File: config.mk
export PLATFORM = sky130hd
export DESIGN_NAME = apbCtrl
export DESIGN_NICKNAME = d
export VERILOG_FILES = /design/src/rtl/cpuPkg.sv /design/src/rtl/apbCtrl.sv
export SDC_FILE = /design/constraint.sdc
export NUM_CORES = 1
export LEC_CHECK = 0
export ABC_AREA = 1
export BUFFER_PORTS_ARGS = -buffer_cell sky130_fd_sc_hd__buf_2
export CORE_MARGIN = 4
export CORE_UTILIZATION = 29
export DETAILED_ROUTE_END_ITERATION = 16
export GPL_TIMING_DRIVEN = 0
export PLACE_DENSITY = 0.8
export RECOVER_POWER = 50
export SYNTH_ARGS = -nofsm -noshare
export SYNTH_HDL_FRONTEND = slang
export SYNTH_SLANG_ARGS = --single-unit
File: constraint.sdc
create_clock -name clk -period 1.5 [get_ports clk]
set_clock_uncertainty 0.15 [all_clocks]
set_input_delay 0.075 -clock clk [delete_from_list [all_inputs] [get_ports clk]]
set_output_delay 0.075 -clock clk [all_outputs]
set_load 0.02 [all_outputs]
File: src/rtl/cpuPkg.sv
package cpuPkg;

   // data, address and register widths
   typedef logic [15:0] wordT;
   typedef logic [15:0] addrT;
   typedef logic [2:0]  regIdxT;
   typedef logic [3:0]  opcodeT;
   typedef logic [11:0] apbAddrT;

   localparam opcodeT OP_NOP  = 4'd0;
   localparam opcodeT OP_ADD  = 4'd1;
   localparam opcodeT OP_SUB  = 4'd2;
   localparam opcodeT OP_ADDI = 4'd3;
   localparam opcodeT OP_LI   = 4'd4;
   localparam opcodeT OP_BEQZ = 4'd5;
   localparam opcodeT OP_HALT = 4'd15;

   // instruction field positions
   localparam int OP_LSB = 12;
   localparam int RD_LSB = 9;
   localparam int RS_LSB = 6;
   localparam int RT_LSB = 3;

   // apb word address is split into region and offset
   localparam int REGION_LSB = 10;
   localparam logic [1:0] REGION_MEM  = 2'd0;
   localparam logic [1:0] REGION_REG  = 2'd1;
   localparam logic [1:0] REGION_CTRL = 2'd2;
   localparam logic [9:0] CTRL_RUN = 10'd0;
   localparam logic [9:0] STATUS   = 10'd1;
   localparam logic [9:0] RETIRED  = 10'd2;

   typedef enum logic [1:0] {
      IDLE,
      RUN,
      HALTED
   } runStateT;

   typedef struct packed {
      logic valid;
      addrT pc;
      wordT instr;
   } fetchDecT;

   typedef struct packed {
      logic   valid;
      opcodeT op;
      regIdxT rd;
      logic   regWrite;
      logic   isBranch;
      logic   isHalt;
      wordT   opA;
      wordT   opB;
      addrT   pcNext;
      wordT   imm;
   } decExT;

   typedef struct packed {
      logic   valid;
      regIdxT rd;
      logic   regWrite;
      wordT   result;
      logic   isBranch;
      logic   branchTaken;
      addrT   target;
      logic   isHalt;
   } exWbT;

endpackage

File: src/rtl/apbCtrl.sv
module apbCtrl #(
   parameter int MEM_WORDS = 256
) (
   input  logic                         clk,
   input  logic                         arstN,
   input  logic                         psel,
   input  logic                         penable,
   input  logic                         pwrite,
   input  cpuPkg::apbAddrT              paddr,
   input  cpuPkg::wordT                 pwdata,
   output cpuPkg::wordT                 prdata,
   output logic                         pready,
   output logic                         memWrEn,
   output logic [$clog2(MEM_WORDS)-1:0] memWrIdx,
   output cpuPkg::wordT                 memWrData,
   input  cpuPkg::wordT                 memRdData,
   output cpuPkg::regIdxT               dbgIdx,
   input  cpuPkg::wordT                 dbgData,
   input  logic                         haltSeen,
   input  cpuPkg::wordT                 retiredCount,
   output logic                         run,
   output logic                         flush,
   output logic                         halted,
   output logic                         running
);
   localparam int IDX_W = $clog2(MEM_WORDS);

   cpuPkg::runStateT state;
   cpuPkg::runStateT stateNext;
   logic [1:0] region;
   logic [9:0] offset;
   logic wrAccess;
   logic ctrlWr;

   assign region = paddr[cpuPkg::REGION_LSB +: 2];
   assign offset = paddr[cpuPkg::REGION_LSB-1:0];
   assign pready = 1'b1;

   // writes land at the end of the access cycle
   assign wrAccess = psel && penable && pwrite;
   assign ctrlWr = wrAccess && region == cpuPkg::REGION_CTRL && offset == cpuPkg::CTRL_RUN;

   assign memWrEn = wrAccess && region == cpuPkg::REGION_MEM;
   assign memWrIdx = paddr[IDX_W-1:0];
   assign memWrData = pwdata;
   assign dbgIdx = paddr[2:0];

   always_comb begin
      case (region)
         cpuPkg::REGION_MEM: prdata = memRdData;
         cpuPkg::REGION_REG: prdata = dbgData;
         cpuPkg::REGION_CTRL: begin
            case (offset)
               cpuPkg::CTRL_RUN: prdata = {15'b0, running};
               cpuPkg::STATUS:   prdata = {14'b0, halted, running};
               cpuPkg::RETIRED:  prdata = retiredCount;
               default:          prdata = '0;
            endcase
         end
         default: prdata = '0;
      endcase
   end

   // run control, a stop request wins over a halt in the same cycle
   always_comb begin
      stateNext = state;
      case (state)
         cpuPkg::IDLE: begin
            if (ctrlWr && pwdata[0]) begin
               stateNext = cpuPkg::RUN;
            end
         end
         cpuPkg::RUN: begin
            if (ctrlWr && !pwdata[0]) begin
               stateNext = cpuPkg::IDLE;
            end else if (haltSeen) begin
               stateNext = cpuPkg::HALTED;
            end
         end
         cpuPkg::HALTED: begin
            if (ctrlWr && !pwdata[0]) begin
               stateNext = cpuPkg::IDLE;
            end
         end
         default: stateNext = cpuPkg::IDLE;
      endcase
   end

   always_ff @(posedge clk or negedge arstN) begin
      if (!arstN) begin
         state <= cpuPkg::IDLE;
      end else begin
         state <= stateNext;
      end
   end

   assign run = state == cpuPkg::RUN;
   assign running = run;
   assign halted = state == cpuPkg::HALTED;
   // a retiring halt also squashes the younger instructions behind it
   assign flush = state == cpuPkg::IDLE || haltSeen;

endmodule

Yosys cells after proc, flatten, opt, wreduce, memory -nomap -nowiden

Index checks and enable logic that the tools add are counted.

Output and inout bits: 49
Register bits after elaboration: 2
Word-level logic and storage cells: 30
Input port bits: 82

Multiplexer cells: 7
Equal/unequal tests: 9
Reductions and logical operators: 13

Operator list:

| kind                                                  | count |
|---|---|
| one-hot mux 16 bit (3 select lines)                   | 2 |
| equality test 10 x 1 -> 1 bit (second input constant) | 1 |
| equality test 10 x 2 -> 1 bit (second input constant) | 1 |
| zero test 10 bit                                      | 1 |
| two-way mux 2 bit                                     | 4 |
| logical AND 1 bit                                     | 7 |
| one-hot mux 2 bit (3 select lines)                    | 1 |
| equality test 2 x 1 -> 1 bit (second input constant)  | 2 |
| equality test 2 bit (second input constant)           | 2 |
| zero test 2 bit                                       | 2 |
| != test 3 x 2 -> 1 bit (second input constant)        | 1 |
| AND reduction 3 bit                                   | 1 |
| != test 2 x 1 -> 1 bit (second input constant)        | 1 |
| != test 2 bit (second input constant)                 | 1 |
| zero test 1 bit                                       | 1 |
| logical OR 1 bit                                      | 1 |

Depth between registers and ports, before layout

Gate-level depths: netlist of run 1.

Depth after elaboration: 7
Gate-level depth with buffers: 7
Mapped depth without buffers: 7

Worst setup path before layout of run 1

Ideal clock, no wire load.

Path kind: reg-to-output
Start point: register state[0]
End point: output prdata[1]
Path buffers: 0
Arrival time: 1.223 ns
Data required time: 1.275 ns
Cell stages (with the launch flop): 6
Path slack: 0.052 ns
Cells stage by stage: dfrtp_1 nor2_1 nand4_1 nand2_1 nand3_1 nand3_1

Cells in the longest elaborated chain, start to end: 3

RTL lines:

| item                                | RTL line      | text |
|---|---|---|
| start, declared                     | apbCtrl.sv:28 | `cpuPkg::runStateT state;` |
| start signal, assigned              | apbCtrl.sv:91 | `state <= cpuPkg::IDLE;` |
| start signal, assigned              | apbCtrl.sv:93 | `state <= stateNext;` |
| equality test 2 bit                 | apbCtrl.sv:99 | `assign halted = state == cpuPkg::HALTED;` |
| via halted                          | apbCtrl.sv:23 | `output logic halted,` |
| one-hot mux 16 bit (3 select lines) | apbCtrl.sv:53 | `case (offset)` |
| one-hot mux 16 bit (3 select lines) | apbCtrl.sv:49 | `case (region)` |
| end, declared                       | apbCtrl.sv:11 | `output cpuPkg::wordT prdata,` |

The timed path passes the listed nets, and every way through them passes these cells.

Worst setup path after layout of run 1

Start point: register state[0]
End point: output prdata[1]

Cells in the longest elaborated chain, start to end: 3

RTL lines:

| item                                | RTL line |
|---|---|
| equality test 2 bit                 | apbCtrl.sv:99 |
| one-hot mux 16 bit (3 select lines) | apbCtrl.sv:53 |
| one-hot mux 16 bit (3 select lines) | apbCtrl.sv:49 |

No other way between the ends.

==> impl_metrics.env, run 1 <==
export IMPL_status="completed"
export IMPL_rsz0062_at_grt="true"
export IMPL_mappedNetlistNets=234
export IMPL_post_route_drc_count=0
export IMPL_postLayoutCellArea_um2=1570
export IMPL_cp_slowest_cell="dfrtp_2"
export IMPL_nFillCells=287
export IMPL_ctsHtreeMaxLevel=1
export IMPL_wl_per_cell_um=11.4
export IMPL_synth_compound_area_frac=0.0146
export IMPL_crit_fanout=3
export IMPL_yosysWarnings=0
export IMPL_top_regs="state (2)"
export IMPL_cp_end_kind="output pin"
export IMPL_setup_viol=0
export IMPL_cp_slowest_stage_delay_ns=0.43
export IMPL_grt_overflow=0
export IMPL_yosysUniqueCellTypes=17
export IMPL_maxSlewViolCount=0
export IMPL_dpl_hpwl_um=2810
export IMPL_ant_nets=0
export IMPL_die_x_um=62.4
export IMPL_cp_start_kind="register"
export IMPL_area_growth_pct=82.2
export IMPL_critPathKind="register to output pin"
export IMPL_synthAdderAreaFrac=0
export IMPL_layout_common_cells="91 x buf_2, 42 x nand2_1, 35 x buf_4"
export IMPL_drv_cap=0
export IMPL_hold_violations=0
export IMPL_min_period_ns=1.50
export IMPL_crit_chain="nor2_4, nand4_1, nand2_1, nand3_1, nand3_1, buf_4"
export IMPL_critical_path_most_common_cell="nand3_1"
export IMPL_nNetsFinal=360
export IMPL_finalCritPeriodShare=0.998
export IMPL_ys_seq_area_frac=0.0582
export IMPL_cts_buffer_depth=2
export IMPL_critPathBufInv=1
export IMPL_io_buffers=114
export IMPL_dr_first_iter_drc_count=61
export IMPL_drive_gt1_frac=0.554
export IMPL_top_register="state"
export IMPL_clk_pin_slew_ns=0.03
export IMPL_cts_inserted_buffers=3
export IMPL_clock_sinks=2
export IMPL_pre_cts_ws_ns=0.0488
export IMPL_power_density_nw_per_um2=599
export IMPL_globalplace_congestion=0.711
export IMPL_diodes=0
export IMPL_critical_path_top_delay_family="simple AND/OR/NAND/NOR gates"
export IMPL_final_common_cell="buf_2"
export IMPL_synth_ff_type="dfrtp_1"
export IMPL_fin_ws_ns=0.00307
export IMPL_syn_area_um2=860
export IMPL_coreArea_um2=2810
export IMPL_grt_usage=0.164
export IMPL_cts_root_buf="clkbuf_4"
export IMPL_postSynthAreaPerCell_um2=5.66
export IMPL_syn_instance_count=152
export IMPL_required_ns=1.27
export IMPL_async_flop_share=1.00
export IMPL_cts_tree="built"
export IMPL_dieArea_um2=3900
export IMPL_max_vdd_ir_drop_uv=434
export IMPL_vias_per_cell=4.57
export IMPL_total_power_uw=939
export IMPL_ios=131
export IMPL_synth_top_family_by_area="simple AND/OR/NAND/NOR gates"
export IMPL_grt_max_degree=11
export IMPL_rows=19
export IMPL_ys_ff_latch=2
export IMPL_worstPathArrival_ns=1.27
export IMPL_synth_xor_area_frac=0
export IMPL_p_leak_nw=0.947
export IMPL_clock_latency_ns=0.22
export IMPL_hold_path_class="input port to asynchronous set/reset pin"
export IMPL_max_freq_mhz=668
export IMPL_synth_mux_area_frac=0
export IMPL_hold_ws_ns=0.0530
export IMPL_vias=1402
export IMPL_totalWireLength_um=3490
export IMPL_placed_area_um2=1470
export IMPL_grt_pass1_vias=1272
export IMPL_synth_edff_count=0
export IMPL_die_y_um=62.4
export IMPL_grt_pass1_wl_um=5400
export IMPL_antenna_found_initial=0
export IMPL_fin_util=0.558
export IMPL_synth_simple_gate_area_frac=0.581
export IMPL_start_util=0.306
export IMPL_first_pass_iters=4
export IMPL_largest_register_ffs=2
## cell families (layout without fill, tap and decap cells)
group | count (synthesis) | in the layout
AND/OR/NAND/NOR | 100 | 100
flip-flops | 2 | 2
AO/OA/AOI/OAI | 2 | 2
buffers and inverters | 47 | 171
other | 1 | 1
## synth_stat cells, types with 2 or more instances
| library cell | number | area share |
|---|---|---|
| buf_2 | 4 | 0.023 |
| buf_4 | 30 | 0.26 |
| dfrtp_1 | 2 | 0.058 |
| inv_1 | 13 | 0.057 |
| nand2_1 | 43 | 0.19 |
| nand2_2 | 2 | 0.015 |
| nand3_1 | 21 | 0.12 |
| nand4_1 | 17 | 0.12 |
| nor2_1 | 8 | 0.035 |
| nor2_2 | 5 | 0.036 |
## path summary, 6_finish.rpt
| kind | slack, ns | depth (start not counted) | start | to |
|---|---|---|---|---|
| max | 0.003 | 6 | state[0] | prdata[1] |
| min | 0.05 | 2 | arstN | state[1] |
| max reg2reg | 0.26 | 8 | state[0] | state[0] |
| min reg2reg | 0.46 | 3 | state[1] | state[0] |
| max in group asynchronous | 1.00 | 2 | arstN | state[0] |
| min in group clk | 0.10 | 5 | pwdata[0] | state[0] |
## cell type report
type,instances,area (um2),share of cell area
Sequential cell,2,51.3,0.0327
Inverter,13,48.8,0.0312
Clock buffer,3,22.5,0.0144
Tap cell,31,38.8,0.0248
Timing Repair Buffer,121,612,0.391
Multi-Input combinational cell,103,543,0.347
Buffer,34,250,0.160
## layer usage
layer / vias up / GRT usage / wire [um]
met5: - / 0 / 0
met4: 0 / 0.0551 / 38
met3: 4 / 0.0396 / 394
met2: 80 / 0.301 / 1700
met1: 597 / 0.183 / 1360
li1: 721 / - / -
## metrics by stage
step,setup TNS (ns),cells
4_1_cts,-0.0407,305
2_1_floorplan,0,152
6_report,0,307
3_5_place_dp,0,297
5_1_grt,-0.221,307
3_3_place_gp,0,297
## power by group
group	total [mW]	switching (mW)	internal (mW)
combinational	0.709	0.388	0.320
clock	0.117	0.0290	0.0881
sequential	0.113	0.0330	0.0804
total	0.939	0.450	0.489
## worst reg2reg max path, delay by kind of cell, from the launching register on
kind / cells / cell delay (ns)
buffers and inverters: 4 / 0.27
DFF: 1 / 0.40
and+or+nand+nor: 3 / 0.23
AOI/OAI and AO/OA: 1 / 0.10
## timing repair
action	CTS	global route
resized for setup	6	12
gates cloned	0	0
hold endpoints to repair	3	0
setup buffers	3	2
pin swaps	1	5
hold buffers	2	0
setup endpoints to repair	2	13
Note: power is estimated with default switching activity, not from simulation.
==> inputs of run 2 (changes only) <==
--- a/config.mk
+++ b/config.mk
@@ -7,12 +7,13 @@
 export LEC_CHECK = 0
 export ABC_AREA = 1
 export BUFFER_PORTS_ARGS = -buffer_cell sky130_fd_sc_hd__buf_2
+export CAP_MARGIN = 10
 export CORE_MARGIN = 4
 export CORE_UTILIZATION = 29
 export DETAILED_ROUTE_END_ITERATION = 16
 export GPL_TIMING_DRIVEN = 0
 export PLACE_DENSITY = 0.8
-export RECOVER_POWER = 50
+export RECOVER_POWER = 100
 export SYNTH_ARGS = -nofsm -noshare
 export SYNTH_HDL_FRONTEND = slang
 export SYNTH_SLANG_ARGS = --single-unit
==> run 2 against run 1 <==
Compared with the run above: the flow now finishes with violations (negative setup slack); global-route usage did not move; sequential power barely moved; combinational power fell by 1%; core utilization fell by 0.36 points; via count barely moved; largest power group unchanged.
==> impl_metrics.env, run 2 (synthesized netlist as in run 1, its figures left out) <==
export IMPL_timing_rr_start="state[0]"
export IMPL_pre_cts_ws_ns=0.0488
export IMPL_fin_ws_ns=-0.000440
export IMPL_violations="negative setup slack"
export IMPL_cts_root_buf="clkbuf_4"
export IMPL_largest_register_ffs=2
export IMPL_drive_gt1_frac=0.525
export IMPL_grt_pass1_wl_um=5400
export IMPL_setup_viol=1
export IMPL_cp_slowest_cell="dfrtp_2"
export IMPL_cts_tree="built"
export IMPL_dr_first_iter_drc_count=62
export IMPL_grt_overflow=0
export IMPL_fin_util=0.555
export IMPL_grt_usage=0.164
export IMPL_coreArea_um2=2810
export IMPL_top_register="state"
export IMPL_top_regs="state (2)"
export IMPL_post_route_drc_count=0
export IMPL_clock_sinks=2
export IMPL_die_x_um=62.4
export IMPL_cts_inserted_buffers=3
export IMPL_globalplace_congestion=0.711
export IMPL_cp_end_kind="output pin"
export IMPL_critical_path_most_common_cell="nand3_1"
export IMPL_area_growth_pct=81.1
export IMPL_cts_buffer_depth=2
export IMPL_timing_rr_end="state[0]"
export IMPL_postLayoutCellArea_um2=1560
export IMPL_hold_violations=0
export IMPL_crit_chain="nor2_4, nand4_1, nand2_1, nand3_1, nand3_1, buf_4"
export IMPL_r2r_slack_ns=0.26
export IMPL_finalCritPeriodShare=1.00
export IMPL_dieArea_um2=3900
export IMPL_vias=1401
export IMPL_total_power_uw=932
export IMPL_rsz0062_at_grt="true"
export IMPL_dpl_hpwl_um=2810
export IMPL_vias_per_cell=4.56
export IMPL_required_ns=1.27
export IMPL_crit_fanout=3
export IMPL_totalWireLength_um=3490
export IMPL_tns_ns=-0.000440
export IMPL_first_pass_iters=4
export IMPL_layout_common_cells="83 x buf_2, 42 x nand2_1, 35 x buf_4"
export IMPL_maxSlewViolCount=0
export IMPL_reg2regPathDepth=8
export IMPL_rows=19
export IMPL_grt_max_degree=11
export IMPL_min_period_ns=1.50
export IMPL_ant_nets=0
export IMPL_cp_slowest_stage_delay_ns=0.43
export IMPL_start_util=0.306
export IMPL_hold_path_class="input port to asynchronous set/reset pin"
export IMPL_final_common_cell="buf_2"
export IMPL_antenna_found_initial=0
export IMPL_cp_start_kind="register"
export IMPL_clock_latency_ns=0.22
export IMPL_io_buffers=114
export IMPL_placed_area_um2=1470
export IMPL_ctsHtreeMaxLevel=1
export IMPL_max_freq_mhz=666
export IMPL_diodes=0
export IMPL_clk_pin_slew_ns=0.03
export IMPL_drv_cap=0
export IMPL_nNetsFinal=360
export IMPL_ios=131
export IMPL_grt_pass1_vias=1272
export IMPL_wl_per_cell_um=11.4
export IMPL_status="finished with violations"
export IMPL_worstPathArrival_ns=1.28
export IMPL_critPathKind="register to output pin"
export IMPL_power_density_nw_per_um2=599
export IMPL_p_leak_nw=0.922
export IMPL_die_y_um=62.4
export IMPL_max_vdd_ir_drop_uv=432
-- run 2: changes by cell type in the layout (fill, tap and decap cells not counted) --
| cell | before | now |
|---|---|---|
| buf_2 | 91 | 83 |
| clkbuf_1 | 23 | 31 |
-- run 2: area by class of cell --
type	count	area, um2
Buffer	34	250
Clock buffer	3	22.5
Fill cell	291	1250
Inverter	13	48.8
Multi-Input combinational cell	103	543
Sequential cell	2	51.3
Tap cell	31	38.8
Timing Repair Buffer	121	602
-- run 2: where the power goes --
group / leakage, nW / internal [mW] / switching (mW)
combinational: 0.884 / 0.312 / 0.389
clock: 0.0138 / 0.0881 / 0.0290
sequential: 0.0242 / 0.0804 / 0.0330
-- run 2: worst max path at each step --
stage                  start    endpoint  slack (ns)  cells past startpoint
global route        state[1]   prdata[1]       -0.12                      7
global placement    paddr[8]  prdata[10]        0.05                      8
floorplan           state[0]   prdata[1]        0.05                      5
CTS                 state[0]   prdata[0]       -0.03                      7
detailed placement  paddr[8]   prdata[6]        0.05                      8
finish              state[0]   prdata[1]     -0.0004                      6
-- run 2: through the flow --
stage / hold WS [ns] / cells
2_1_floorplan: -0.371 / 152
3_5_place_dp: -0.288 / 297
3_3_place_gp: -0.289 / 297
4_1_cts: 0.0179 / 305
6_report: 0.0530 / 307
5_1_grt: 0.0509 / 307
-- run 2: critical path: cells and delay by family (launching register included) --
kind	cells	cell delay, ns
AND/OR/NAND/NOR	5	0.48
flip-flops	1	0.43
buffers and inverters	1	0.14
-- run 2: what timing repair did --
action	in CTS	in global routing
gates resized for setup	6	12
pin swaps	1	5
gates cloned	0	0
buffers inserted	3	2
endpoints found under the hold margin	3	0
hold buffers	2	0
setup endpoints to repair	2	13
-- run 2: routing by layer --
layer  wire, um  part of all wire  up-vias  GRT usage
met4         38             0.011        0     0.0551
met5          0                 0        -          0
met1       1360              0.39      596      0.183
li1           -                 -      721          -
met3        396              0.11        4     0.0396
met2       1700              0.49       80      0.301
==> inputs of run 3 (changes only) <==
--- a/config.mk
+++ b/config.mk
@@ -14,6 +14,7 @@
 export GPL_TIMING_DRIVEN = 0
 export PLACE_DENSITY = 0.8
 export RECOVER_POWER = 100
+export SETUP_SLACK_MARGIN = 0.2
 export SYNTH_ARGS = -nofsm -noshare
 export SYNTH_HDL_FRONTEND = slang
 export SYNTH_SLANG_ARGS = --single-unit
==> run 3 against run 2 <==
Compared with the run above: the flow now finishes without violations; cell count grew 2.6%; design area up 14%; power is 24% higher; first-iteration DRC count decreased by 29%; critical path depth grew 1; core utilization is 7.9 points higher; combinational power rose by 30%; maximum frequency up 0.66%; non-clock buffer count up 8; register-to-register slack worse by 0.04 ns; highest routed layer unchanged; critical path type unchanged; clock power hardly changed; sequential share of layout area is 0.34 points lower; largest cell class unchanged.
==> impl_metrics.env, run 3 (synthesized netlist as in run 1, its figures left out) <==
export IMPL_timing_rr_start="state[0]"
export IMPL_dr_first_iter_drc_count=44
export IMPL_critical_path_top_delay_family="flip-flops"
export IMPL_p_leak_nw=1.00
export IMPL_clk_pin_slew_ns=0.03
export IMPL_diodes=0
export IMPL_die_x_um=62.4
export IMPL_critPathKind="register to output pin"
export IMPL_top_register="state"
export IMPL_worstPathArrival_ns=1.27
export IMPL_min_period_ns=1.49
export IMPL_largest_register_ffs=2
export IMPL_drive_gt1_frac=0.581
export IMPL_cp_end_kind="output pin"
export IMPL_nFillCells=285
export IMPL_finalCritPeriodShare=0.994
export IMPL_required_ns=1.27
export IMPL_vias=1460
export IMPL_nNetsFinal=368
export IMPL_grt_pass1_wl_um=5620
export IMPL_status="completed"
export IMPL_cp_slowest_stage_delay_ns=0.40
export IMPL_coreArea_um2=2810
export IMPL_vias_per_cell=4.63
export IMPL_max_vdd_ir_drop_uv=520
export IMPL_wl_per_cell_um=12.2
export IMPL_max_freq_mhz=671
export IMPL_ios=131
export IMPL_first_pass_iters=6
export IMPL_crit_fanout=4
export IMPL_critPathBufInv=3
export IMPL_pre_cts_ws_ns=0.0425
export IMPL_grt_usage=0.170
export IMPL_cp_start_kind="register"
export IMPL_timing_rr_end="state[0]"
export IMPL_clock_sinks=2
export IMPL_power_density_nw_per_um2=648
export IMPL_rsz0062_at_grt="true"
export IMPL_rows=19
export IMPL_crit_chain="inv_2, nor2_4, inv_2, o21ai_2, nand3_2, nand3_2, buf_6"
export IMPL_cts_root_buf="clkbuf_4"
export IMPL_dr_max_layer_used="met4"
export IMPL_top_regs="state (2)"
export IMPL_maxSlewViolCount=0
export IMPL_layout_common_cells="68 x buf_2, 48 x buf_4, 41 x nand2_1"
export IMPL_dieArea_um2=3900
export IMPL_post_route_drc_count=0
export IMPL_cts_inserted_buffers=3
export IMPL_totalWireLength_um=3850
export IMPL_ctsHtreeMaxLevel=1
export IMPL_final_common_cell="buf_2"
export IMPL_cts_tree="built"
export IMPL_cp_slowest_cell="dfrtp_2"
export IMPL_drv_cap=0
export IMPL_dpl_hpwl_um=2860
export IMPL_antenna_found_initial=0
export IMPL_ant_nets=0
export IMPL_grt_pass1_vias=1332
export IMPL_area_growth_pct=107
export IMPL_crit_cells=7
export IMPL_clock_latency_ns=0.23
export IMPL_grt_overflow=0
export IMPL_cts_buffer_depth=2
export IMPL_hold_ws_ns=0.0461
export IMPL_io_buffers=114
export IMPL_postLayoutCellArea_um2=1780
export IMPL_grt_max_degree=11
export IMPL_hold_path_class="input port to asynchronous set/reset pin"
export IMPL_globalplace_congestion=0.699
export IMPL_setup_viol=0
export IMPL_die_y_um=62.4
export IMPL_critPathCapture="prdata[0]"
export IMPL_hold_violations=0
export IMPL_start_util=0.306
export IMPL_fin_ws_ns=0.00933
export IMPL_cp_startpoint="state[0]"
export IMPL_route_met2_wl_um=2040
export IMPL_tns_ns=0
export IMPL_met1Wirelength_um=1410
export IMPL_reg2regPathDepth=8
export IMPL_r2r_slack_ns=0.22
export IMPL_dr_wl_met3_um=371
export IMPL_placed_area_um2=1470
[run 3: cell count changes in the layout (fill, tap and decap cells not counted), moves of 3 or more]
cell and change:
buf_2 -15, nor2_4 +6, nand3_2 +3, buf_6 +12, nand3_1 -3, nor2_2 -4, buf_4 +13
[run 3: how the worst min path moves through the flow]
stage | end | slack, ns
after floorplan | state[0] | -0.37
after global placement | state[1] | -0.29
after detailed placement | state[0] | -0.29
after CTS | state[1] | 0.004
after global routing | state[1] | 0.06
final | state[1] | 0.05
[run 3: area by class of cell]
| type | instances | area [um2] | share of cell area |
|---|---|---|---|
| Buffer | 34 | 267 | 0.150 |
| Clock buffer | 3 | 22.5 | 0.0127 |
| Inverter | 13 | 51.3 | 0.0289 |
| Multi-Input combinational cell | 103 | 602 | 0.339 |
| Sequential cell | 2 | 52.6 | 0.0296 |
| Tap cell | 31 | 38.8 | 0.0218 |
| Timing Repair Buffer | 129 | 743 | 0.418 |
[run 3: metrics by stage]
stage,std cells,total power [mW],utilization
after CTS,306,0.913,0.567
final,315,1.15,0.633
after detailed placement,297,0.729,0.525
after global placement,297,0.719,0.525
after global routing,315,1.23,0.633
after floorplan,152,0.501,-
[run 3: power breakdown]
part	switching (mW)	internal, mW
sequential	0.0390	0.0827
clock	0.0301	0.0882
combinational	0.452	0.459
[run 3: metal layers]
layer | vias up | track usage
li1 | 735 | -
met1 | 628 | 0.184
met2 | 91 | 0.321
met3 | 6 | 0.0432
met4 | 0 | 0.0496
met5 | - | 0
[run 3: timing repair]
item | in CTS | in global routing
setup buffers | 4 | 6
hold buffers | 2 | 0
hold endpoints to repair | 3 | 0
setup endpoints to repair | 13 | 19
pin swaps | 2 | 16
cloned | 0 | 3
resized for setup | 16 | 50
