$ cat src/rtl/cpuPkg.sv
package cpuPkg;

   // data, address and register widths
   typedef logic [15:0] wordT;
   typedef logic [15:0] addrT;
   typedef logic [2:0]  regIdxT;
   typedef logic [3:0]  opcodeT;
   typedef logic [11:0] apbAddrT;

   localparam opcodeT OP_NOP  = 4'd0;
   localparam opcodeT OP_ADD  = 4'd1;
   localparam opcodeT OP_SUB  = 4'd2;
   localparam opcodeT OP_ADDI = 4'd3;
   localparam opcodeT OP_LI   = 4'd4;
   localparam opcodeT OP_BEQZ = 4'd5;
   localparam opcodeT OP_HALT = 4'd15;

   // instruction field positions
   localparam int OP_LSB = 12;
   localparam int RD_LSB = 9;
   localparam int RS_LSB = 6;
   localparam int RT_LSB = 3;

   // apb word address is split into region and offset
   localparam int REGION_LSB = 10;
   localparam logic [1:0] REGION_MEM  = 2'd0;
   localparam logic [1:0] REGION_REG  = 2'd1;
   localparam logic [1:0] REGION_CTRL = 2'd2;
   localparam logic [9:0] CTRL_RUN = 10'd0;
   localparam logic [9:0] STATUS   = 10'd1;
   localparam logic [9:0] RETIRED  = 10'd2;

   typedef enum logic [1:0] {
      IDLE,
      RUN,
      HALTED
   } runStateT;

   typedef struct packed {
      logic valid;
      addrT pc;
      wordT instr;
   } fetchDecT;

   typedef struct packed {
      logic   valid;
      opcodeT op;
      regIdxT rd;
      logic   regWrite;
      logic   isBranch;
      logic   isHalt;
      wordT   opA;
      wordT   opB;
      addrT   pcNext;
      wordT   imm;
   } decExT;

   typedef struct packed {
      logic   valid;
      regIdxT rd;
      logic   regWrite;
      wordT   result;
      logic   isBranch;
      logic   branchTaken;
      addrT   target;
      logic   isHalt;
   } exWbT;

endpackage

$ cat src/rtl/fetchStage.sv
module fetchStage (
   input  logic             clk,
   input  logic             arstN,
   input  logic             run,
   input  logic             flush,
   input  logic             stall,
   input  logic             redirect,
   input  cpuPkg::addrT     target,
   output cpuPkg::addrT     memAddr,
   input  cpuPkg::wordT     memData,
   output cpuPkg::fetchDecT fetchOut
);
   cpuPkg::addrT pc;
   cpuPkg::addrT pcInc;

   assign pcInc = pc + 16'd2;
   assign memAddr = pc;

   always_ff @(posedge clk or negedge arstN) begin
      if (!arstN) begin
         pc <= '0;
         fetchOut <= '0;
      end else if (flush) begin
         pc <= '0;
         fetchOut <= '0;
      end else if (redirect) begin
         // taken branch in writeback, the slot after it is a bubble
         pc <= target;
         fetchOut <= '0;
      end else if (run && !stall) begin
         pc <= pcInc;
         fetchOut.valid <= 1'b1;
         fetchOut.pc <= pcInc;
         fetchOut.instr <= memData;
      end else begin
         // pc holds, decode gets a bubble
         fetchOut <= '0;
      end
   end

endmodule

$ cat config.mk
export PLATFORM = sky130hd
export DESIGN_NAME = fetchStage
export DESIGN_NICKNAME = d
export VERILOG_FILES = /design/src/rtl/cpuPkg.sv /design/src/rtl/fetchStage.sv
export SDC_FILE = /design/constraint.sdc
export NUM_CORES = 1
export LEC_CHECK = 0
export BUFFER_PORTS_ARGS = -buffer_cell sky130_fd_sc_hd__buf_2
export CAP_MARGIN = 10
export CORE_MARGIN = 2
export CORE_UTILIZATION = 45
export DETAILED_ROUTE_END_ITERATION = 8
export PLACE_DENSITY = 0.79
export SYNTH_ARGS = -nofsm -noshare
export SYNTH_HDL_FRONTEND = slang
export SYNTH_SLANG_ARGS = --single-unit
$ cat constraint.sdc
create_clock -name clk -period 2.4 [get_ports clk]
set_clock_uncertainty 0.05 [all_clocks]
set_input_delay 0.36 -clock clk [delete_from_list [all_inputs] [get_ports clk]]
set_output_delay 0.36 -clock clk [all_outputs]
set_load 0.005 [all_outputs]
## After elaboration in Yosys (flattened, before gate mapping)

Cells that the tools add are included.

| word-level totals | value |
|---|---|
| input bits | 38 |
| flip-flop bits (word level) | 49 |

| cells by class | value |
|---|---|
| muxes and demuxes | 6 |
| $add $sub $neg | 1 |
| reduce and logical (&&, ||, !) cells | 3 |

Operators with widths:

| operator | number |
|---|---|
| 2-to-1 mux 33 bit | 3 |
| 2-to-1 mux 16 bit | 3 |
| adder 16 x 2 -> 16 bit (second input constant) | 1 |
| nonzero test 3 bit | 1 |
| logical AND 1 bit | 1 |
| logical NOT 1 bit | 1 |

## Logic depth before layout (Yosys ltp)

Gate-level depths: netlist of the first run.

| depth | value |
|---|---|
| depth in word-level cells | 5 |
| depth in mapped cells | 8 |
| gate-level depth less buffers | 5 |

## Least setup slack after synthesis of the first run

Ideal clock, no wire load.

| timing path | value |
|---|---|
| kind | flip-flop to flip-flop |
| start point | register pc[1] (netlist: memAddr[1]) |
| end point | register pc[13] (netlist: memAddr[13]) |
| path buffers | 0 |
| slack | 539 ps |
| required time | 2226 ps |
| stages on the path, launching flop included | 6 |
| arrival | 1687 ps |
| period minus slack after synthesis | 1861 ps |
| cell sequence | dfrtp_1 -> ha_1 -> nand2_1 -> or4_4 -> o21a_1 -> o31a_1 |

| on the way | value |
|---|---|
| longest elaborated chain between the ends | 4 |

Ends and longest elaborated chain:

| item | line | RTL |
|---|---|---|
| start: declaration | fetchStage.sv:13 | `cpuPkg::addrT pc;` |
| start signal: assignment | fetchStage.sv:28 | `pc <= target;` |
| start signal: assignment | fetchStage.sv:31 | `pc <= pcInc;` |
| adder 16 x 2 -> 16 bit | fetchStage.sv:16 | `assign pcInc = pc + 16'd2;` |
| 2-to-1 mux 16 bit | fetchStage.sv:30 | `end else if (run && !stall) begin` |
| 2-to-1 mux 16 bit | fetchStage.sv:26 | `end else if (redirect) begin` |
| 2-to-1 mux 16 bit | fetchStage.sv:23 | `end else if (flush) begin` |

No other way between the ends. The select of a mux whose other input is x is not followed.
A chain may end at the register's enable or synchronous reset.

## Worst setup path after layout of the first run

Same ends and word-level chain as after synthesis.

==> results by group, run 1 <==
Timing
  • Final min period: 2.02 ns
  • Final hold vios: 0
  • Setup Viol. Count Final: 0
  • Final setup TNS: 0 ns
  • Max_slew headroom: 0.601
  • Final period util: 0.842
  • Unrepaired setup endpoints after global routing: no
  • PnR worst setup slack: 0.380 ns
  • Max Slew Vio Count: 0
  • Hold Worst Slack: 0.00752 ns
  • Worst-Margin Slew: 0.599 ns
  • FMAX: 495 MHz

Clock tree
  • Sink Count: 49
  • Buffer depth of the longest clock path: 2
  • Reg clk slew, reported paths: 0.09 ns
  • Postcts setup bufs: 0
  • CTS tree: yes
  • Num CTS Buffers: 5
  • H-tree levels: 2
  • Worst-skew pair later-pin latency: 0.30 ns
  • Root buf cell: clkbuf_8
  • Post-CTS Resized: 0
  • Cts-stage hold buffer count: 0

Die
  • Initial Utilization: 0.477
  • Ports: 87
  • Die Span Y: 72.6 um
  • Die Width: 72.6 um
  • Area of the core: 4440 sq um
  • Die area: 5280 sq um
  • Site Rows: 24

Global routing
  • GRT Total Usage: 0.182
  • Vias in the first global route: 1548
  • Pin count of the biggest net entering global routing: 30
  • First-pass GRT wire length: 7360 um
  • Grt total ovfl: 0
  • Initial antenna violation count: 0

Finish
  • Ant diodes: 0
  • Area grow syn2layout: 27.0%
  • # nets final: 324
  • Share of cells above drive strength 1: 0.353
  • # fillers: 379

Detailed routing
  • Antenna Violating Nets Remaining: 0
  • # DRC: 0
  • Drt pass-1 iters: 4
  • Iter 0 DRT Violations: 55
  • Routed WL: 4520 um
  • Via count: 1696
  • Post-DR wirelength/cell: 13.4 um
  • Vias/cell: 5.02

Setup path
  • Critical path type: reg2reg
  • FF-to-FF setup slack: 0.38 ns
  • Crit. End Element: register
  • Critical Path AT: 2.16 ns
  • CP required: 2.54 ns
  • RR Startpoint: memAddr[1]
  • Startpoint types: register
  • Crit path from: memAddr[1]
  • Crit-path max FO: 5
  • Cells on worst reg2reg path: 5
  • Reg2reg end: memAddr[13]

Pwr
  • Power per cell area: 561 nW/um^2
  • Leakage: 1.42 nW
  • Tot Pwr: 1.51 mW
  • Peak supply drop: 0.000286 V

Yosys
  • YS warnings: 0
  • Synth area leader: dfrtp_1
  • Cells after synthesis: 200
  • Netlist cell types: 32
  • Net count after synthesis: 239
  • Asr flop ratio synth: 1.00
  • Post-synthesis simple-gate area fraction: 0.185
  • Post-synth EDFFs: 0
  • Register area share after synthesis: 0.579
  • Xor and xnor area share after synthesis: 0.0620
  • Mux share of post-synthesis cell area: 0.0242
  • Syn avg cell area: 10.6 sq um
  • Post-Syn Area: 2120 sq um
  • Yosys top cell area share: 0.579
  • Combinational family with the most area after synthesis: simple AND/OR/NAND/NOR gates
  • Main flop type after synthesis: dfrtp_1
  • Compound-gate portion of the synthesized area: 0.103
  • Synth area leaders: dfrtp_1 (58%), and2_1 (5.3%), xnor2_1 (3.7%)
  • Yosys reg bits: 49
  • Post-Synth Adder-Cell Area: 0.00590

Outcome
  • Status: completed

Placement
  • PortBufs: 86
  • Setup WS pre-CTS: 0.419 ns
  • RePlAce Congestion: 0.875
  • HPWL after DPL: 3270 um

Flow run
  • Max-Cap Viols: 0

Min path
  • HP Class: in2async
[logic make-up (layout without fill, tap and decap cells)]
logic type | count (synthesis) | in the layout
AO/OA/AOI/OAI | 36 | 36
XOR/XNOR | 15 | 15
adder cells (fa/ha/maj) | 1 | 1
buffers and inverters | 22 | 108
flip-flops | 49 | 49
multiplexers | 5 | 5
AND/OR/NAND/NOR | 72 | 72
[routing by layer]
layer | track usage | share of wire
met5 | 0 | 0
met4 | 0.0844 | 0.023
met2 | 0.276 | 0.44
met3 | 0.0511 | 0.088
met1 | 0.244 | 0.45
[metrics by stage]
stage,util,cells,cell area (sq um)
global route,0.606,338,2690
global placement,0.586,330,2600
detailed placement,0.586,330,2600
CTS,0.606,338,2690
finish,0.606,338,2690
floorplan,-,200,2120
[cell type report]
class                           count  area, sq um  area share
Sequential cell                    49         1230       0.456
Timing Repair Buffer               92          475       0.177
Clock inverter                      2         15.0     0.00558
Multi-Input combinational cell    129          807       0.300
Inverter                            8         30.0      0.0112
Clock buffer                        6         72.6      0.0270
Tap cell                           52         65.1      0.0242
[Yosys cell counts (7+ instances only)]
cell / number
a21oi_1: 12
and2_1: 18
clkbuf_1: 10
dfrtp_1: 49
inv_1: 7
nor2_1: 13
nor3_1: 7
or3_1: 7
xnor2_1: 9
[worst max-delay path, stage by stage, from the launching register on]
cell	delay [ns]
dfrtp_1	0.43
ha_1	0.31
nand2_1	0.15
or4_4	0.56
o21a_1	0.18
o31a_1	0.23
[worst max-delay path by stage]
stage / end / slack, ns / cells after the start
floorplan: memAddr[13] / 0.54 / 5
global placement: memAddr[13] / 0.48 / 5
detailed placement: memAddr[13] / 0.42 / 5
CTS: memAddr[13] / 0.38 / 5
global route: memAddr[13] / 0.24 / 5
finish: memAddr[13] / 0.38 / 5
[power breakdown]
part | leakage, nW | switching (mW) | internal [mW]
combinational | 0.711 | 0.0838 | 0.0796
sequential | 0.669 | 0.0281 | 0.849
clock | 0.0374 | 0.265 | 0.205
[sequential cells by signal, summed over array words and instances, names as in the netlist]
register / flops
fetchOut: 33
memAddr: 16
[cells in the final DEF (no fill, tap or decap), types with 2 or more instances in the layout]
cell / n
buf_2: 86
dfrtp_1: 49
and2_1: 18
nor2_1: 13
a21oi_1: 12
xnor2_1: 9
or3_1: 7
inv_1: 7
nor3_1: 7
nand2_1: 6
nand3_1: 6
o21ai_0: 6
xor2_1: 6
o21a_1: 6
buf_4: 6
clkbuf_8: 5
nor4_1: 4
nor2b_1: 4
a22oi_1: 4
o22ai_1: 4
mux2i_1: 4
nand4_1: 3
nand2b_1: 2
a21o_1: 2
clkinvlp_4: 2
(Power assumes the default switching activity.)
==> inputs of run 2 (changes only) <==
--- a/config.mk
+++ b/config.mk
@@ -5,6 +5,7 @@
 export SDC_FILE = /design/constraint.sdc
 export NUM_CORES = 1
 export LEC_CHECK = 0
+export ABC_AREA = 1
 export BUFFER_PORTS_ARGS = -buffer_cell sky130_fd_sc_hd__buf_2
 export CAP_MARGIN = 10
 export CORE_MARGIN = 2
==> constraint.sdc (replaced) <==
create_clock -name clk -period 2.05 [get_ports clk]
set_clock_uncertainty 0.05 [all_clocks]
set_input_delay 0.3075 -clock clk [delete_from_list [all_inputs] [get_ports clk]]
set_output_delay 0.3075 -clock clk [all_outputs]
set_load 0.005 [all_outputs]
==> run 2 against run 1 <==
Synthesized cell count up 32%. Combinational power up 39%. Sequential cell count unchanged. Cell count up 24%. Critical path type unchanged. Critical endpoint is now memAddr[11]. Highest routed layer unchanged. Design area up 4.7%.
==> results by group, run 2 <==
Outcome
  • Status: completed (unchanged)

Pwr
  • Logic pwr share: 0.117 (was 0.108)
  • Power per cell area: 686 nW/um^2 (was 561 nW/um^2)
  • Leakage: 1.65 nW (was 1.42 nW)
  • Int Power: 1.46 mW (was 1.13 mW)
  • Peak supply drop: 0.000337 V (was 0.000286 V)
  • Sequential share of power: 0.535 (was 0.580)
  • Sw Share: 0.247 (was 0.250)
  • Clock network fraction of total power: 0.348 (was 0.311)
  • Tot Pwr: 1.93 mW (was 1.51 mW)
  • Sw Pwr: 479 uW (was 377 uW)

Placement
  • PortBufs: 86 (unchanged)
  • HPWL after DPL: 3760 um (was 3270 um)
  • RePlAce Congestion: 0.850 (was 0.875)

Timing
  • FMAX: 631 MHz (was 495 MHz)
  • Final setup TNS: 0 ns (unchanged)
  • Final period util: 0.773 (was 0.842)
  • Final min period: 1.59 ns (was 2.02 ns)
  • Worst-Margin Slew: 0.584 ns (was 0.599 ns)
  • Setup Viol. Count Final: 0 (unchanged)
  • Max_slew headroom: 0.611 (was 0.601)
  • Final hold vios: 0 (unchanged)
  • Max Slew Vio Count: 0 (unchanged)
  • Unrepaired setup endpoints after global routing: no (unchanged)

Yosys
  • Mux share of post-synthesis cell area: 0 (was 0.0242)
  • Count leader, synth: nand2_1 (was dfrtp_1)
  • Post-Synth Adder-Cell Area: 0.00565 (was 0.00590)
  • Syn avg cell area: 8.43 sq um (was 10.6 sq um)
  • Synth area leader: dfrtp_1 (unchanged)
  • Post-synthesis simple-gate area fraction: 0.294 (was 0.185)
  • Synth top cells by count: nand2_1 (72), dfrtp_1 (49), nor2_1 (32), inv_1 (29), nand3_1 (26) (was dfrtp_1 (49), and2_1 (18), nor2_1 (13), a21oi_1 (12), clkbuf_1 (10))
  • Post-Syn Area: 2220 sq um (was 2120 sq um)
  • Combinational family with the most area after synthesis: simple AND/OR/NAND/NOR gates (unchanged)
  • Yosys top cell area share: 0.553 (was 0.579)
  • Post-synth EDFFs: 0 (unchanged)
  • Asr flop ratio synth: 1.00 (unchanged)
  • Netlist cell types: 22 (was 32)
  • Net count after synthesis: 302 (was 239)
  • YS warnings: 0 (unchanged)
  • Main flop type after synthesis: dfrtp_1 (unchanged)
  • Cells after synthesis: 263 (was 200)
  • Synth area leaders: dfrtp_1 (55%), nand2_1 (12%), nand3_1 (5.9%) (was dfrtp_1 (58%), and2_1 (5.3%), xnor2_1 (3.7%))
  • Register area share after synthesis: 0.553 (was 0.579)
  • Yosys reg bits: 49 (unchanged)
  • Xor and xnor area share after synthesis: 0.0237 (was 0.0620)
  • Compound-gate portion of the synthesized area: 0.0463 (was 0.103)

Clock tree
  • Postcts setup bufs: 0 (unchanged)
  • Post-CTS Resized: 0 (unchanged)
  • Sink Count: 49 (unchanged)
  • Buffer depth of the longest clock path: 2 (unchanged)
  • Root buf cell: clkbuf_8 (unchanged)
  • Reg clk slew, reported paths: 0.09 ns (about the same)
  • Num CTS Buffers: 5 (unchanged)
  • H-tree levels: 2 (unchanged)
  • Worst-skew pair later-pin latency: 0.30 ns (about the same)
  • CTS tree: yes (unchanged)
  • Cts-stage hold buffer count: 0 (unchanged)

Flow run
  • Max-Cap Viols: 0 (unchanged)

Global routing
  • Initial antenna violation count: 0 (unchanged)
  • Vias in the first global route: 1879 (was 1548)
  • Pin count of the biggest net entering global routing: 50 (was 30)
  • GRT Total Usage: 0.202 (was 0.182)
  • First-pass GRT wire length: 8460 um (was 7360 um)
  • Grt total ovfl: 0 (unchanged)

Finish
  • # nets final: 389 (was 324)
  • Area grow syn2layout: 27.2% (was 27.0%)
  • Commonest non-fill, non-tap cells in the layout: buf_2 (86), nand2_1 (72), dfrtp_1 (49), nor2_1 (32), inv_1 (29) (was buf_2 (86), dfrtp_1 (49), and2_1 (18), nor2_1 (13), a21oi_1 (12))
  • Share of cells above drive strength 1: 0.328 (was 0.353)
  • Most common cell after layout, fill and taps aside: buf_2 (unchanged)
  • Max reg flops: 33 (unchanged)
  • Largest Register: fetchOut (unchanged)
  • # fillers: 426 (was 379)
  • Ant diodes: 0 (unchanged)

Setup path
  • Crit-path max cell delay: 0.47 ns (was 0.56 ns)
  • Critical Path Stages: 8 (was 5)
  • Top delay family on crit path: simple AND/OR/NAND/NOR gates (unchanged)
  • CP required: 2.20 ns (was 2.54 ns)
  • Bufs and invs on worst path: 0 (unchanged)
  • Startpoint types: register (unchanged)
  • Worst path slowest cell: dfrtp_1 (was or4_4)
  • Cells on worst reg2reg path: 8 (was 5)
  • Crit. End Element: register (unchanged)
  • RR Startpoint: memAddr[1] (unchanged)
  • Critical Path AT: 1.74 ns (was 2.16 ns)
  • Critical path type: reg2reg (unchanged)
  • Crit-path max FO: 6 (was 5)
  • CP Cell Sequence: ha_1 > nand2_2 > nor2_4 > nand2_2 > o21bai_2 > nand3_1 > nand2_1 > nand2_1 (was ha_1 > nand2_1 > or4_4 > o21a_1 > o31a_1)
  • Crit path from: memAddr[1] (unchanged)

Die
  • Die Width: 74.2 um (was 72.6 um)
  • Site Rows: 25 (was 24)
  • Area of the core: 4720 sq um (was 4440 sq um)
  • Ports: 87 (unchanged)
  • Die area: 5500 sq um (was 5280 sq um)
  • Initial Utilization: 0.469 (was 0.477)
  • Die Span Y: 74.2 um (was 72.6 um)

Detailed routing
  • Via count: 2005 (was 1696)
  • Drt pass-1 iters: 4 (unchanged)
  • Vias/cell: 4.80 (was 5.02)
  • Post-DR wirelength/cell: 12.5 um (was 13.4 um)
  • Routed WL: 5230 um (was 4520 um)
  • Antenna Violating Nets Remaining: 0 (unchanged)
  • Iter 0 DRT Violations: 140 (was 55)
  • # DRC: 0 (unchanged)

Min path
  • HP Class: in2async (unchanged)
[run 2: changes by cell type after synthesis, moves of 7 or more]
cell,change
or3_1,-7
nand2_1,+66
nand3_1,+20
nor3_1,-7
and2_1,-18
nor2_1,+19
clkbuf_1,-9
inv_1,+22
[run 2: logic make-up (layout without fill, tap and decap cells)]
family	after synthesis	in the layout
simple gates	148	148
flops	49	49
buf+inv	42	130
compound gates	17	17
xor+xnor	6	6
fa+ha+maj	1	1
[run 2: layout make-up]
type                       instances  area, sq um  share of cell area
timing repair buffer              89          453               0.161
clock inverter                     2         38.8              0.0138
tap                               67         83.8              0.0298
multi-input combinational        172          820               0.291
sequential                        49         1230               0.435
clock buffer                       6         72.6              0.0258
inverter                          33          124              0.0440
[run 2: through the flow]
stage          std cells   util  worst slack, ns  cell area [sq um]  hold slack [ns]
5_1_grt              418  0.597            0.305               2820            0.106
4_1_cts              418  0.597            0.468               2820           0.0512
2_1_floorplan        263      -            0.646               2220          -0.0381
6_report             418  0.597            0.464               2820           0.0372
3_5_place_dp         410  0.573            0.486               2710            0.382
3_3_place_gp         410  0.573            0.587               2710            0.380
[run 2: worst register-to-register path: cells and delay by family, from the launching register on]
| family | cells | cell delay (ns) |
|---|---|---|
| and+or+nand+nor | 6 | 0.56 |
| DFF | 1 | 0.47 |
| adders and majority gates | 1 | 0.26 |
| AOI/OAI and AO/OA | 1 | 0.15 |
[run 2: layer usage]
metal | vias up | global-route usage | wire (um)
met5 | - | 0 | 0
met4 | 0 | 0.0687 | 63
met3 | 6 | 0.0366 | 283
met2 | 66 | 0.347 | 2700
met1 | 944 | 0.259 | 2180
li1 | 989 | - | -
[run 2: path summary, 6_finish.rpt]
path,end,slack [ns]
max in group asynchronous,fetchOut[24],1.51
worst min-delay path,fetchOut[10],0.04
worst min register to register,memAddr[0],0.49
min in group clk,fetchOut[11],0.15
worst max register to register,memAddr[11],0.46
worst max-delay path,memAddr[11],0.46
[run 2: power by group through the flow]
stage	combinational, mW	clock [mW]	sequential, mW
2_1_floorplan	0.112	0	1.05
3_3_place_gp	0.220	0	1.05
3_5_place_dp	0.226	0	1.05
4_1_cts	0.227	0.687	1.03
5_1_grt	0.257	0.719	1.04
6_report	0.226	0.674	1.03
==> inputs of run 3 (changes only) <==
--- a/config.mk
+++ b/config.mk
@@ -5,7 +5,7 @@
 export SDC_FILE = /design/constraint.sdc
 export NUM_CORES = 1
 export LEC_CHECK = 0
-export ABC_AREA = 1
+export ABC_AREA = 0
 export BUFFER_PORTS_ARGS = -buffer_cell sky130_fd_sc_hd__buf_2
 export CAP_MARGIN = 10
 export CORE_MARGIN = 2
==> constraint.sdc (replaced) <==
create_clock -name clk -period 1.5 [get_ports clk]
set_clock_uncertainty 0.05 [all_clocks]
set_input_delay 0.225 -clock clk [delete_from_list [all_inputs] [get_ports clk]]
set_output_delay 0.225 -clock clk [all_outputs]
set_load 0.005 [all_outputs]
==> run 3 against run 2 <==
The run now ends with setup timing left. Clock power up 16%. Cell count is 13% lower. Count of clock-buffer cells in the layout is the same. Non-clock buffer count grew 30. Largest cell class unchanged.
==> results by group, run 3 (synthesis results as in run 1) <==
Die
  • Ports: 87 (unchanged)
  • Die area: 5280 sq um (was 5500 sq um)
  • Die Width: 72.6 um (was 74.2 um)
  • Site Rows: 24 (was 25)
  • Die Span Y: 72.6 um (was 74.2 um)
  • Area of the core: 4440 sq um (was 4720 sq um)
  • Initial Utilization: 0.477 (was 0.469)

Timing
  • Unrepaired setup endpoints after global routing: yes (was no)
  • Final hold vios: 0 (unchanged)
  • FMAX: 615 MHz (was 631 MHz)
  • Final setup TNS: -0.293 ns (was 0 ns)
  • Setup Viol. Count Final: 6 (was 0)
  • Hold Worst Slack: 0.0682 ns (was 0.0372 ns)
  • Max Slew Vio Count: 0 (unchanged)
  • PnR worst setup slack: -0.126 ns (was 0.464 ns)
  • Final min period: 1.63 ns (was 1.59 ns)
  • Final period util: 1.08 (was 0.773)
  • Worst-Margin Slew: 0.347 ns (was 0.584 ns)
  • Max_slew headroom: 0.769 (was 0.611)

Detailed routing
  • Routed WL: 5540 um (was 5230 um)
  • Via count: 1900 (was 2005)
  • Post-DR wirelength/cell: 15.2 um (was 12.5 um)
  • Drt pass-1 iters: 4 (unchanged)
  • # DRC: 0 (unchanged)
  • Iter 0 DRT Violations: 170 (was 140)
  • Antenna Violating Nets Remaining: 0 (unchanged)
  • Vias/cell: 5.21 (was 4.80)

Finish
  • # fillers: 324 (was 426)
  • Commonest non-fill, non-tap cells in the layout: buf_2 (86), dfrtp_1 (47), buf_4 (26), and2_1 (18), nor2_1 (13) (was buf_2 (86), nand2_1 (72), dfrtp_1 (49), nor2_1 (32), inv_1 (29))
  • Share of cells above drive strength 1: 0.460 (was 0.328)
  • Area grow syn2layout: 45.9% (was 27.2%)
  • Max reg flops: 33 (unchanged)
  • Largest Register: fetchOut (unchanged)
  • Final core occ: 0.696 (was 0.597)
  • Final Cell Area: 3090 sq um (was 2820 sq um)
  • Ant diodes: 0 (unchanged)
  • Most common cell after layout, fill and taps aside: buf_2 (unchanged)
  • # nets final: 351 (was 389)

Pwr
  • Leakage: 1.65 nW (about the same)
  • Power per cell area: 818 nW/um^2 (was 686 nW/um^2)
  • Peak supply drop: 0.000434 V (was 0.000337 V)
  • Tot Pwr: 2.53 mW (was 1.93 mW)

Setup path
  • Crit. End Element: register (unchanged)
  • Worst path slowest cell: or4_4 (was dfrtp_1)
  • Setup crit end: memAddr[13] (was memAddr[11])
  • Crit path from: memAddr[1] (unchanged)
  • Crit-path max FO: 3 (was 6)
  • Crit-path max cell delay: 0.42 ns (was 0.47 ns)
  • FF-to-FF setup slack: -0.13 ns (was 0.46 ns)
  • CP required: 1.64 ns (was 2.20 ns)
  • Critical Path Stages: 5 (was 8)
  • RR Startpoint: memAddr[1] (unchanged)
  • Bufs and invs on worst path: 0 (unchanged)
  • Critical Path AT: 1.77 ns (was 1.74 ns)
  • Reg2reg end: memAddr[13] (was memAddr[11])
  • Startpoint types: register (unchanged)
  • Cells on worst reg2reg path: 5 (was 8)
  • Critical path type: reg2reg (unchanged)
  • CP Cell Sequence: ha_4 > nand2_2 > or4_4 > o21a_1 > o31a_1 (was ha_1 > nand2_2 > nor2_4 > nand2_2 > o21bai_2 > nand3_1 > nand2_1 > nand2_1)
  • Top delay family on crit path: simple AND/OR/NAND/NOR gates (unchanged)

Global routing
  • Initial antenna violation count: 0 (unchanged)
  • Grt total ovfl: 0 (unchanged)
  • Vias in the first global route: 1713 (was 1879)
  • GRT Total Usage: 0.202 (about the same)
  • First-pass GRT wire length: 8170 um (was 8460 um)
  • Pin count of the biggest net entering global routing: 50 (unchanged)

Clock tree
  • Num CTS Buffers: 5 (unchanged)
  • CTS tree: yes (unchanged)
  • Buffer depth of the longest clock path: 2 (unchanged)
  • Sink Count: 49 (unchanged)
  • Worst-skew pair later-pin latency: 0.30 ns (about the same)
  • H-tree levels: 2 (unchanged)
  • Root buf cell: clkbuf_8 (unchanged)
  • Reg clk slew, reported paths: 0.09 ns (about the same)

Outcome
  • Failing checks: setup timing
  • Status: complete, but fails checks (was completed)

Placement
  • PortBufs: 86 (unchanged)
  • Placement Cell Area: 2810 sq um (was 2710 sq um)
  • HPWL after DPL: 3730 um (was 3760 um)
  • RePlAce Congestion: 0.876 (was 0.850)

Flow run
  • Max-Cap Viols: 0 (unchanged)

Min path
  • HP Class: in2reg (was in2async)
-- run 3: report_power, final --
| group | internal (mW) | total (mW) | switching, mW |
|---|---|---|---|
| combinational | 0.179 | 0.364 | 0.185 |
| sequential | 1.36 | 1.39 | 0.0285 |
| clock | 0.333 | 0.779 | 0.446 |
-- run 3: how the worst min path moves through the flow --
stage,start,end,slack [ns],cells past startpoint
after floorplan,arstN,fetchOut[0],-0.12,0
after global placement,arstN,fetchOut[23],0.18,2
after detailed placement,arstN,fetchOut[23],0.18,2
after CTS,memData[7],fetchOut[7],0.06,2
after global routing,memData[5],fetchOut[5],0.06,2
final,memData[7],fetchOut[7],0.07,2
-- run 3: routing by layer --
layer	global-route usage	share of wire
met4	0.0617	0.019
met2	0.319	0.51
met3	0.0373	0.076
met1	0.286	0.40
met5	0	0
-- run 3: worst reg2reg max path: cells and delay by family, from the launching register on --
kind | cells | cell delay (ns)
simple gates | 2 | 0.48
compound gates | 2 | 0.41
flops | 1 | 0.40
fa+ha+maj | 1 | 0.16
-- run 3: metrics by stage --
| stage | setup WS, ns | instances |
|---|---|---|
| 6_report | -0.126 | 365 |
| 5_1_grt | -0.178 | 365 |
| 4_1_cts | -0.117 | 363 |
| 3_5_place_dp | -0.109 | 352 |
| 3_3_place_gp | -0.0746 | 352 |
| 2_1_floorplan | -0.198 | 200 |
-- run 3: what timing repair did --
item / 4_1_cts / 5_1_grt
gates resized for setup: 8 / 20
setup endpoints to repair: 13 / 18
hold buffers: 1 / 0
pin swaps: 2 / 16
cloned: 1 / 0
endpoints found under the hold margin: 49 / 0
buffers inserted: 1 / 2
-- run 3: cell type report --
type / count / area, sq um / area share
repair buffers: 119 / 721 / 0.233
well taps: 52 / 65.1 / 0.0210
clock buffers: 6 / 72.6 / 0.0235
clock inverters: 2 / 13.8 / 0.00445
flip-flops and latches: 49 / 1230 / 0.397
inverters: 8 / 30.0 / 0.00971
multi-input cells: 129 / 961 / 0.311
